--- config.mk ---
export PLATFORM = sky130hd
export DESIGN_NAME = dccm_ctl_top
export DESIGN_NICKNAME = d
export VERILOG_FILES = /design/src/logic/dccm_pkg.sv /design/src/logic/dccm_port_arb.sv /design/src/logic/dccm_load_path.sv /design/src/logic/dccm_ecc_scrub.sv /design/src/logic/dccm_ctl_top.sv
export SDC_FILE = /design/constraint.sdc
export NUM_CORES = 1
export LEC_CHECK = 0
export BUFFER_PORTS_ARGS = -buffer_cell sky130_fd_sc_hd__buf_2
export CAP_MARGIN = 0
export CORE_AREA = 4 4 285 287
export CTS_CLUSTER_DIAMETER = 100
export DETAILED_ROUTE_END_ITERATION = 12
export DIE_AREA = 0 0 289 291
export PLACE_DENSITY = 0.43
export SKIP_LAST_GASP = 1
export SLEW_MARGIN = 20
export SYNTH_ARGS = -nofsm -noshare
export SYNTH_HDL_FRONTEND = slang
export SYNTH_SLANG_ARGS = --single-unit
--- constraint.sdc ---
create_clock -name clk -period 13 [get_ports clk]
set_input_delay 3.9 -clock clk [delete_from_list [all_inputs] [get_ports clk]]
set_output_delay 3.9 -clock clk [all_outputs]
set_load 0.02 [all_outputs]
--- src/logic/dccm_pkg.sv ---
// shared widths, bank layout and packed structs for the DCCM control block and its testbench
package dccm_pkg;

   // bank word layout
   parameter int dccm_data_width  = 32;                          // data bits per bank word
   parameter int dccm_ecc_width   = 7;                           // ecc bits per bank word
   parameter int dccm_fdata_width = dccm_data_width + dccm_ecc_width;
   parameter int dccm_byte_width  = dccm_data_width / 8;         // bytes per bank word
   parameter int dccm_width_bits  = $clog2(dccm_byte_width);     // byte offset bits
   parameter int dccm_bank_bits   = 1;                           // bank select, above the offset

   // pipe packet, one per stage
   typedef struct packed {
      logic valid;
      logic load;
      logic store;
      logic by;                                                  // byte access
      logic half;                                                // halfword access
      logic word;
      logic dword;
      logic dma;                                                 // access issued by dma
   } lsu_pkt_t;

   // stored word as it sits in a bank
   typedef struct packed {
      logic [dccm_ecc_width-1:0]  ecc;
      logic [dccm_data_width-1:0] data;
   } dccm_word_t;

   // store buffer forward toward a load in M, hi bank in the upper half
   typedef struct packed {
      logic [2*dccm_byte_width-1:0] byteen;
      logic [2*dccm_data_width-1:0] data;
   } stbuf_fwd_t;

   // correction waiting for the write port
   typedef struct packed {
      logic       flag_lo;
      logic       flag_hi;
      dccm_word_t word_lo;                                       // corrected lo bank word
      dccm_word_t word_hi;                                       // corrected hi bank word
   } scrub_req_t;

endpackage

--- src/logic/dccm_port_arb.sv ---
// DCCM port control: read enable, store buffer commit and write port select toward the banks
`timescale 1ns/1ps

module dccm_port_arb #(
   parameter int DCCM_BITS = 16
) (
   input  logic                       clk,
   input  logic                       reset,

   input  dccm_pkg::lsu_pkt_t         lsu_pkt_d,
   input  logic                       addr_in_dccm_d,
   input  logic [DCCM_BITS-1:0]       lsu_addr_d,
   input  logic [DCCM_BITS-1:0]       end_addr_d,         // last byte of the access

   input  logic                       stbuf_reqvld_any,   // held until commit
   input  logic [DCCM_BITS-1:0]       stbuf_addr_any,
   input  dccm_pkg::dccm_word_t       stbuf_word_any,

   input  logic                       dma_dccm_wen,
   input  dccm_pkg::dccm_word_t       dma_word_lo,
   input  dccm_pkg::dccm_word_t       dma_word_hi,

   input  dccm_pkg::scrub_req_t       scrub_req,
   input  logic [DCCM_BITS-1:0]       scrub_addr_lo,
   input  logic [DCCM_BITS-1:0]       scrub_addr_hi,

   output logic                       dccm_rden,
   output logic [DCCM_BITS-1:0]       dccm_rd_addr_lo,
   output logic [DCCM_BITS-1:0]       dccm_rd_addr_hi,
   output logic                       dccm_wren,
   output logic [DCCM_BITS-1:0]       dccm_wr_addr_lo,
   output logic [DCCM_BITS-1:0]       dccm_wr_addr_hi,
   output dccm_pkg::dccm_word_t       dccm_wr_data_lo,
   output dccm_pkg::dccm_word_t       dccm_wr_data_hi,
   output logic                       lsu_stbuf_commit_any // one cycle ack to the store buffer
);

   logic                 scrub_pending;
   logic                 word_store_aligned;
   logic                 bank_free;
   logic [DCCM_BITS-1:0] scrub_addr;
   dccm_pkg::dccm_word_t scrub_word;

   assign scrub_pending = scrub_req.flag_lo | scrub_req.flag_hi;

   // full aligned word/dword stores rewrite the ecc completely, so no read
   assign word_store_aligned = (lsu_pkt_d.word | lsu_pkt_d.dword) &
                               (lsu_addr_d[dccm_pkg::dccm_width_bits-1:0] == '0);

   assign dccm_rden = lsu_pkt_d.valid & addr_in_dccm_d &
                      (lsu_pkt_d.load | (lsu_pkt_d.store & ~word_store_aligned));
   assign dccm_rd_addr_lo = lsu_addr_d;
   assign dccm_rd_addr_hi = end_addr_d;

   // store buffer may share the cycle with a read in the other bank
   assign bank_free =
      (stbuf_addr_any[dccm_pkg::dccm_width_bits +: dccm_pkg::dccm_bank_bits] !=
       lsu_addr_d[dccm_pkg::dccm_width_bits +: dccm_pkg::dccm_bank_bits]) &&
      (stbuf_addr_any[dccm_pkg::dccm_width_bits +: dccm_pkg::dccm_bank_bits] !=
       end_addr_d[dccm_pkg::dccm_width_bits +: dccm_pkg::dccm_bank_bits]);

   assign lsu_stbuf_commit_any = stbuf_reqvld_any & ~dma_dccm_wen & ~scrub_pending &
                                 (~dccm_rden | bank_free);

   assign dccm_wren = scrub_pending | dma_dccm_wen | lsu_stbuf_commit_any;

   // lo wins when both banks need correcting
   assign scrub_addr = scrub_req.flag_lo ? scrub_addr_lo : scrub_addr_hi;
   assign scrub_word = scrub_req.flag_lo ? scrub_req.word_lo : scrub_req.word_hi;

   always_comb begin
      if (scrub_pending) begin
         dccm_wr_addr_lo = scrub_addr;
         dccm_wr_addr_hi = scrub_addr;
         dccm_wr_data_lo = scrub_word;
         dccm_wr_data_hi = scrub_word;
      end else if (dma_dccm_wen) begin
         dccm_wr_addr_lo = lsu_addr_d;
         dccm_wr_addr_hi = end_addr_d;
         dccm_wr_data_lo = dma_word_lo;
         dccm_wr_data_hi = dma_word_hi;
      end else begin
         dccm_wr_addr_lo = stbuf_addr_any;   // store buffer words are already aligned
         dccm_wr_addr_hi = stbuf_addr_any;
         dccm_wr_data_lo = stbuf_word_any;
         dccm_wr_data_hi = stbuf_word_any;
      end
   end

   // a correction from the scrub unit must never share the port with dma or a commit
   assert property (@(posedge clk) disable iff (reset)
      $onehot0({scrub_pending, dma_dccm_wen, lsu_stbuf_commit_any}))
      else $error("more than one dccm write source in a cycle");

endmodule

--- src/logic/dccm_load_path.sv ---
// DCCM load return path: registers bank data into R, merges forwarded bytes, right-justifies
`timescale 1ns/1ps

module dccm_load_path #(
   parameter int DCCM_BITS = 16
) (
   input  logic                 clk,
   input  logic                 reset,

   input  logic                 dccm_rden,          // read issued in D
   input  dccm_pkg::dccm_word_t dccm_rd_data_lo,    // memory returns in M
   input  dccm_pkg::dccm_word_t dccm_rd_data_hi,
   input  dccm_pkg::stbuf_fwd_t stbuf_fwd_m,

   input  logic [DCCM_BITS-1:0] lsu_addr_r,
   input  dccm_pkg::dccm_word_t sec_word_lo_r,      // checker output for R
   input  dccm_pkg::dccm_word_t sec_word_hi_r,

   output dccm_pkg::dccm_word_t dccm_rdata_lo_r,
   output dccm_pkg::dccm_word_t dccm_rdata_hi_r,
   output logic [dccm_pkg::dccm_data_width-1:0] lsu_ld_data_r,
   output logic [dccm_pkg::dccm_data_width-1:0] lsu_ld_data_corr_r
);

   localparam int dw = 2 * dccm_pkg::dccm_data_width;   // both banks side by side

   logic                 rden_m;
   logic                 rden_r;
   dccm_pkg::stbuf_fwd_t stbuf_fwd_r;
   logic [dw-1:0]        ld_raw_r;
   logic [dw-1:0]        ld_corr_r;
   logic [dw-1:0]        ld_raw_shift;
   logic [dw-1:0]        ld_corr_shift;

   // forwarded bytes override bank bytes one at a time
   function automatic logic [dw-1:0] fwd_merge(dccm_pkg::stbuf_fwd_t fwd, logic [dw-1:0] bank);
      logic [dw-1:0] merged;
      for (int i = 0; i < 2 * dccm_pkg::dccm_byte_width; i++) begin
         merged[8*i +: 8] = fwd.byteen[i] ? fwd.data[8*i +: 8] : bank[8*i +: 8];
      end
      return merged;
   endfunction

   always_ff @(posedge clk) begin
      if (reset) begin
         rden_m <= 1'b0;
         rden_r <= 1'b0;
      end else begin
         rden_m <= dccm_rden;
         rden_r <= rden_m;
      end
   end

   // bank words only move when a read is in M
   always_ff @(posedge clk) begin
      if (rden_m) begin
         dccm_rdata_lo_r <= dccm_rd_data_lo;
         dccm_rdata_hi_r <= dccm_rd_data_hi;
      end
   end

   always_ff @(posedge clk) begin
      stbuf_fwd_r <= stbuf_fwd_m;                       // loads every cycle
   end

   assign ld_raw_r  = fwd_merge(stbuf_fwd_r, {dccm_rdata_hi_r.data, dccm_rdata_lo_r.data});
   assign ld_corr_r = fwd_merge(stbuf_fwd_r, {sec_word_hi_r.data, sec_word_lo_r.data});

   // byte offset moves the first loaded byte down to bit 0
   assign ld_raw_shift  = ld_raw_r  >> {lsu_addr_r[dccm_pkg::dccm_width_bits-1:0], 3'b000};
   assign ld_corr_shift = ld_corr_r >> {lsu_addr_r[dccm_pkg::dccm_width_bits-1:0], 3'b000};

   assign lsu_ld_data_r      = ld_raw_shift[dccm_pkg::dccm_data_width-1:0];
   assign lsu_ld_data_corr_r = ld_corr_shift[dccm_pkg::dccm_data_width-1:0];

   assert property (@(posedge clk) disable iff (reset) rden_r |-> $past(rden_m))
      else $error("load reached R without passing M");

endmodule

--- src/logic/dccm_ecc_scrub.sv ---
// DCCM ECC scrub: flags single-bit errors on loads in R and holds the correction for writeback
`timescale 1ns/1ps

module dccm_ecc_scrub #(
   parameter int DCCM_BITS = 16
) (
   input  logic                 clk,
   input  logic                 reset,

   input  dccm_pkg::lsu_pkt_t   lsu_pkt_r,
   input  logic [DCCM_BITS-1:0] lsu_addr_r,
   input  logic [DCCM_BITS-1:0] end_addr_r,
   input  logic                 lsu_commit_r,
   input  logic                 lsu_raw_fwd_lo_r,        // bank fully forwarded, memory unused
   input  logic                 lsu_raw_fwd_hi_r,

   input  logic                 single_ecc_error_lo_r,
   input  logic                 single_ecc_error_hi_r,
   input  logic                 lsu_double_ecc_error_r,
   input  dccm_pkg::dccm_word_t sec_word_lo_r,
   input  dccm_pkg::dccm_word_t sec_word_hi_r,

   output logic                 ld_single_ecc_error_r,
   output dccm_pkg::scrub_req_t scrub_req,
   output logic [DCCM_BITS-1:0] scrub_addr_lo,
   output logic [DCCM_BITS-1:0] scrub_addr_hi
);

   logic                 err_lo_r;
   logic                 err_hi_r;
   logic                 keep;
   logic                 flag_lo;
   logic                 flag_hi;
   dccm_pkg::dccm_word_t corr_lo;
   dccm_pkg::dccm_word_t corr_hi;

   assign err_lo_r = lsu_pkt_r.load & single_ecc_error_lo_r & ~lsu_raw_fwd_lo_r;
   assign err_hi_r = lsu_pkt_r.load & single_ecc_error_hi_r & ~lsu_raw_fwd_hi_r;

   assign ld_single_ecc_error_r = (err_lo_r | err_hi_r) & ~lsu_double_ecc_error_r;

   // only committed or dma loads write their correction back
   assign keep = (lsu_commit_r | lsu_pkt_r.dma) & ~lsu_double_ecc_error_r;

   always_ff @(posedge clk) begin
      if (reset) begin
         flag_lo <= 1'b0;
         flag_hi <= 1'b0;
      end else begin
         flag_lo <= err_lo_r & keep;
         flag_hi <= err_hi_r & keep;
      end
   end

   always_ff @(posedge clk) begin
      if (ld_single_ecc_error_r) begin
         scrub_addr_lo <= lsu_addr_r;
         scrub_addr_hi <= end_addr_r;
         corr_lo       <= sec_word_lo_r;
         corr_hi       <= sec_word_hi_r;
      end
   end

   assign scrub_req = '{flag_lo: flag_lo, flag_hi: flag_hi, word_lo: corr_lo, word_hi: corr_hi};

   assert property (@(posedge clk) disable iff (reset)
      (scrub_req.flag_lo || scrub_req.flag_hi) |-> $past(lsu_commit_r || lsu_pkt_r.dma))
      else $error("ecc correction without commit or dma");

endmodule

--- src/logic/dccm_ctl_top.sv ---
// DCCM control top level: wires port control, load return path and ECC scrub together
`timescale 1ns/1ps

module dccm_ctl_top #(
   parameter int DCCM_BITS = 16                          // byte address width inside the DCCM
) (
   input  logic                 clk,
   input  logic                 reset,

   input  dccm_pkg::lsu_pkt_t   lsu_pkt_d,
   input  logic                 addr_in_dccm_d,
   input  logic [DCCM_BITS-1:0] lsu_addr_d,
   input  logic [DCCM_BITS-1:0] end_addr_d,

   input  dccm_pkg::dccm_word_t dccm_rd_data_lo,
   input  dccm_pkg::dccm_word_t dccm_rd_data_hi,
   input  dccm_pkg::stbuf_fwd_t stbuf_fwd_m,

   input  dccm_pkg::lsu_pkt_t   lsu_pkt_r,
   input  logic [DCCM_BITS-1:0] lsu_addr_r,
   input  logic [DCCM_BITS-1:0] end_addr_r,
   input  logic                 lsu_commit_r,
   input  logic                 lsu_raw_fwd_lo_r,
   input  logic                 lsu_raw_fwd_hi_r,
   input  logic                 single_ecc_error_lo_r,
   input  logic                 single_ecc_error_hi_r,
   input  logic                 lsu_double_ecc_error_r,
   input  dccm_pkg::dccm_word_t sec_word_lo_r,
   input  dccm_pkg::dccm_word_t sec_word_hi_r,

   input  logic                 stbuf_reqvld_any,
   input  logic [DCCM_BITS-1:0] stbuf_addr_any,
   input  dccm_pkg::dccm_word_t stbuf_word_any,

   input  logic                 dma_dccm_wen,
   input  dccm_pkg::dccm_word_t dma_word_lo,
   input  dccm_pkg::dccm_word_t dma_word_hi,

   output logic                 dccm_rden,
   output logic [DCCM_BITS-1:0] dccm_rd_addr_lo,
   output logic [DCCM_BITS-1:0] dccm_rd_addr_hi,
   output logic                 dccm_wren,
   output logic [DCCM_BITS-1:0] dccm_wr_addr_lo,
   output logic [DCCM_BITS-1:0] dccm_wr_addr_hi,
   output dccm_pkg::dccm_word_t dccm_wr_data_lo,
   output dccm_pkg::dccm_word_t dccm_wr_data_hi,
   output logic                 lsu_stbuf_commit_any,

   output dccm_pkg::dccm_word_t dccm_rdata_lo_r,
   output dccm_pkg::dccm_word_t dccm_rdata_hi_r,
   output logic [dccm_pkg::dccm_data_width-1:0] lsu_ld_data_r,
   output logic [dccm_pkg::dccm_data_width-1:0] lsu_ld_data_corr_r,
   output logic                 ld_single_ecc_error_r
);

   dccm_pkg::scrub_req_t scrub_req;                      // correction pending for the port
   logic [DCCM_BITS-1:0] scrub_addr_lo;
   logic [DCCM_BITS-1:0] scrub_addr_hi;

   dccm_port_arb #(.DCCM_BITS(DCCM_BITS)) dccm_port_arb_inst (.*);

   dccm_load_path #(.DCCM_BITS(DCCM_BITS)) dccm_load_path_inst (.*);

   dccm_ecc_scrub #(.DCCM_BITS(DCCM_BITS)) dccm_ecc_scrub_inst (.*);

endmodule

Word level (Yosys, flattened, before mapping)

Index checks and enable logic that the tools add are counted.

Flip-flop bits (word level): 263
Output and inout port bits: 288
Word-level logic and storage cells: 77

Equal/unequal tests: 2
Shifts and indexed selects: 2
Multiplexer cells: 26
Bitwise gates (word level): 30
Reduce and logical (&&, ||, !) cells: 2

Operator list:

| operator                                      | number |
|---|---|
| 39-bit 2-to-1 mux                             | 5 |
| 8-bit 2-to-1 mux                              | 16 |
| 64-bit by 5-bit >> shifter with 32-bit output | 2 |
| 16-bit 2-to-1 mux                             | 5 |
| 1-bit bitwise AND                             | 15 |
| 1-bit bitwise OR                              | 8 |
| 1-bit inverter                                | 7 |
| 2-bit logical NOT                             | 1 |
| 1-bit inequality test                         | 2 |
| 1-bit logical AND                             | 1 |

Longest topological paths before layout

Depth in word-level cells: 10
Depth in mapped cells: 6

Hierarchy

Synthesis repeated with hierarchy kept, for this count alone.

Cells, all modules: 1164
Area, all modules: 12564.6 sq um

By module, submodules not included:

| module         | times used | cells an instance | area each (sq um) | sequential area each (sq um) |
|---|---|---|---|---|
| dccm_load_path | 1          | 517               | 6377.4            | 3623.5 |
| dccm_ecc_scrub | 1          | 121               | 3399.5            | 3343.2 |
| dccm_port_arb  | 1          | 526               | 2787.7            | 0.0 |

Least setup slack after synthesis

Ideal clock, no wire load.

Path kind: input to output
From: input port lsu_double_ecc_error_r
To: output port ld_single_ecc_error_r
Arrival: 9670 ps
Required time: 9100 ps
Slack: -570 ps
Cell stages on the path: 2
Cells stage by stage: nand2b_1 a21oi_1

Longest elaborated chain between the ends: 2

Ends and longest elaborated chain:

| element           | line                 | source |
|---|---|---|
| start, declared   | dccm_ctl_top.sv:27   | `input logic lsu_double_ecc_error_r,` |
| 1-bit inverter    | dccm_ecc_scrub.sv:40 | `assign ld_single_ecc_error_r = (err_lo_r \| err_hi_r) & ~lsu_double_ecc_error_r;` |
| 1-bit bitwise AND | dccm_ecc_scrub.sv:40 |  |
| end, declared     | dccm_ctl_top.sv:53   | `output logic ld_single_ecc_error_r` |

Every way passes these cells.

Final worst setup path

From: input port lsu_addr_r[1]
To: output port lsu_ld_data_corr_r[15] (netlist name)

Longest elaborated chain between the ends: 1

Ends and longest elaborated chain:

| element                                       | line                 | source |
|---|---|---|
| start, declared                               | dccm_ctl_top.sv:20   | `input logic [DCCM_BITS-1:0] lsu_addr_r,` |
| 64-bit by 5-bit >> shifter with 32-bit output | dccm_load_path.sv:71 | `assign ld_corr_shift = ld_corr_r >> {lsu_addr_r[dccm_pkg::dccm_width_bits-1:0], 3'b000};` |
| end, declared                                 | dccm_ctl_top.sv:52   | `output logic [dccm_pkg::dccm_data_width-1:0] lsu_ld_data_corr_r,` |

Every way passes these cells.

==> impl_metrics.tcl <==
set metrics [dict create \
    p_per_area_nw_per_um2 133 \
    hold_path.class "reg -> reg" \
    startpoint_type "input port" \
    p_leak_uw 0.00743 \
    fin_tns_setup_ns 0 \
    numCtsBuffers 35 \
    antenna_found_initial 15 \
    cts_buffer_depth 3 \
    cts_resized 0 \
    pin_count 740 \
    grt_setup_unrepaired "false" \
    cts_tree "done" \
    synthFlopType "edfxtp_1" \
    syn_to_final_growth_pct 47.2 \
    critPathSlowestCell "mux2i_1" \
    ys_seq_elements 254 \
    netlist_area_um2 11800 \
    clock_latency_ns 0.55 \
    grt_pass1_wl_um 88600 \
    die_width_um 289 \
    synth_cell_types 36 \
    drive_gt1_share_pct 51.9 \
    async_reset_ff_share_pct 0 \
    drtIter0Drc 601 \
    rows 103 \
    syn_inst 988 \
    maxSlewViolCount 0 \
    avgSynthCellArea_um2 12.0 \
    max_slew_margin_pct 16.8 \
    grt.total_usage_pct 15.1 \
    crit_chain "buf_4 > buf_4 > mux2i_1 > mux2i_1 > buf_2" \
    overflow 0 \
    drc 0 \
    finalCritPeriodShare_pct 77.8 \
    dr.pass1.iters 5 \
    hold_viol_final 0 \
    max_freq_mhz 98.8 \
    finalSetupViolations 0 \
    critPathKind "in -> out" \
    start_util_pct 15.1 \
    drtAntennaViolNets 0 \
    synth_top_area_share_pct 47.7 \
    path_clk_slew_ns 0.05 \
    cts_setup_buffers 0 \
    syn-num-nets 1440 \
    synth_area_leaders "edfxtp_1 48%, dfxtp_1 11%, a21oi_1 7.6%" \
    ir_drop_mv 0.0952 \
    die_h_um 291 \
    final_util_pct 22.2 \
    yosysMostFrequentCell "edfxtp_1" \
    grt_max_degree 77 \
    core_um2 78600 \
    finClkSkew_ns 0.0202 \
    grt_pass1_vias 11500 \
    worstPathMaxFanout 26 \
    yosys_warnings 0 \
    wl_per_cell_um 24.6 \
    synth.top_cells.by_count "188 x edfxtp_1, 180 x a21oi_1, 110 x nand2_1, 72 x mux2i_1" \
    layout_min_cycle_time_ns 10.12 \
    synth_edf_count 188 \
    cts-htree-levels 2 \
    synth_area_leader_cell "edfxtp_1" \
    hold_buffers 0 \
    worstMarginPinSlew_ns 1.21 \
    vias_per_cell 3.98 \
    arrival_ns 6.22 \
    crit_required_ns 9.10 \
    status "finished, final reports clean" \
    cts_root_buf "clkbuf_16" \
    yosysSeqAreaShare_pct 58.9 \
    slowest_delay_ns 1.02 \
    nets 2114 \
    wl_um 67700 \
    cts_num_sinks 254 \
    vias 10900 \
    place_hpwl_um 56100 \
    critPathCaptureType "primary output" \
    port_buffers 721 \
    drv_cap 0 \
    dieArea_um2 84100 \
    gp_congestion 0.877 \
]
cell type report:
type | count | area, µm²
Inverter | 6 | 22.5
Fill cell | 8653 | 61200
Tap cell | 1050 | 1310
Multi-Input combinational cell | 627 | 4230
Antenna cell | 7 | 17.5
Clock inverter | 16 | 145
Timing Repair Buffer | 738 | 3740
Sequential cell | 254 | 6970
Clock buffer | 48 | 976
cells by family (layout without fill, tap and decap cells):
group,Yosys count,in the layout,share of synthesized area (%)
AND/OR/NAND/NOR,175,175,6.26
other,0,7,0
flip-flops,254,254,58.9
multiplexers,158,158,15.1
AO/OA/AOI/OAI,294,294,14.2
buffers and inverters,107,808,5.53
report_power, final:
part           internal [µW]  leakage [µW]  switching, µW
clock network            554      0.000555            394
logic                    155       0.00460            277
registers                909       0.00228           20.3
path summary, 6_finish.rpt:
kind                                         start                                           endpoint  slack, ns  cells past startpoint
min          dccm_load_path_inst.rden_m$_SDFF_PP0_  dccm_load_path_inst.dccm_rdata_hi_r[16]$_DFFE_PP_       0.73                      0
max                                  lsu_addr_r[1]                             lsu_ld_data_corr_r[15]       2.88                      5
max reg2reg  dccm_load_path_inst.rden_m$_SDFF_PP0_  dccm_load_path_inst.dccm_rdata_lo_r[10]$_DFFE_PP_      11.22                      1
min reg2reg  dccm_load_path_inst.rden_m$_SDFF_PP0_  dccm_load_path_inst.dccm_rdata_hi_r[16]$_DFFE_PP_       0.73                      0
critical path: cells and delay by family:
family	cells	cell delay, ns
multiplexers	2	1.20
buffers and inverters	3	1.05
through the flow:
stage | std cells | cell area (µm²) | total power [µW] | setup WS, ns | hold WS [ns]
after global placement | 2675 | 16300 | 1380 | 2.90 | 0.755
after CTS | 2739 | 17400 | 2360 | 2.88 | 0.777
after detailed placement | 2675 | 16300 | 1380 | 2.88 | 0.775
after global routing | 2740 | 17400 | 2410 | 2.82 | 0.784
final | 2746 | 17400 | 2310 | 2.88 | 0.728
after floorplan | 988 | 11800 | 1170 | 1.73 | 1.54
registers in the layout, indices dropped and copies added, names as in the netlist:
name and cells:
dccm_ecc_scrub_inst.scrub_addr_hi 16, dccm_ecc_scrub_inst.flag_hi 1, dccm_ecc_scrub_inst.flag_lo 1, dccm_load_path_inst.dccm_rdata_lo_r 39, dccm_load_path_inst.rden_m 1, dccm_ecc_scrub_inst.scrub_addr_lo 16
dccm_ecc_scrub_inst.scrub_req 78, dccm_load_path_inst.stbuf_fwd_r 63, dccm_load_path_inst.dccm_rdata_hi_r 39
placed cells by master (no fill, tap or decap), types with 3 or more instances in the layout:
cell type	instances
clkbuf_1	9
a211o_1	8
edfxtp_1	188
clkinv_2	5
inv_1	3
nor2_1	32
o22ai_1	56
mux2_4	8
nand2b_1	5
diode_2	7
mux2_2	66
a211oi_1	42
nor3_1	3
mux2i_1	72
mux2_1	6
nor2b_1	12
mux4_2	6
buf_2	719
dfxtp_1	65
buf_4	19
clkbuf_8	3
clkbuf_16	36
a21oi_1	179
nand2_1	110
and2b_1	3
o21ai_0	4
clkinv_1	5
per-layer routing:
metal	routed length, µm	track usage [%]	part of all wire, %
met5	45	0	0.067
met2	33000	26.3	49
met3	6040	4.62	8.9
met4	2510	5.61	3.7
met1	26100	17.3	39
No activity file was read; power rests on OpenSTA's default activity.
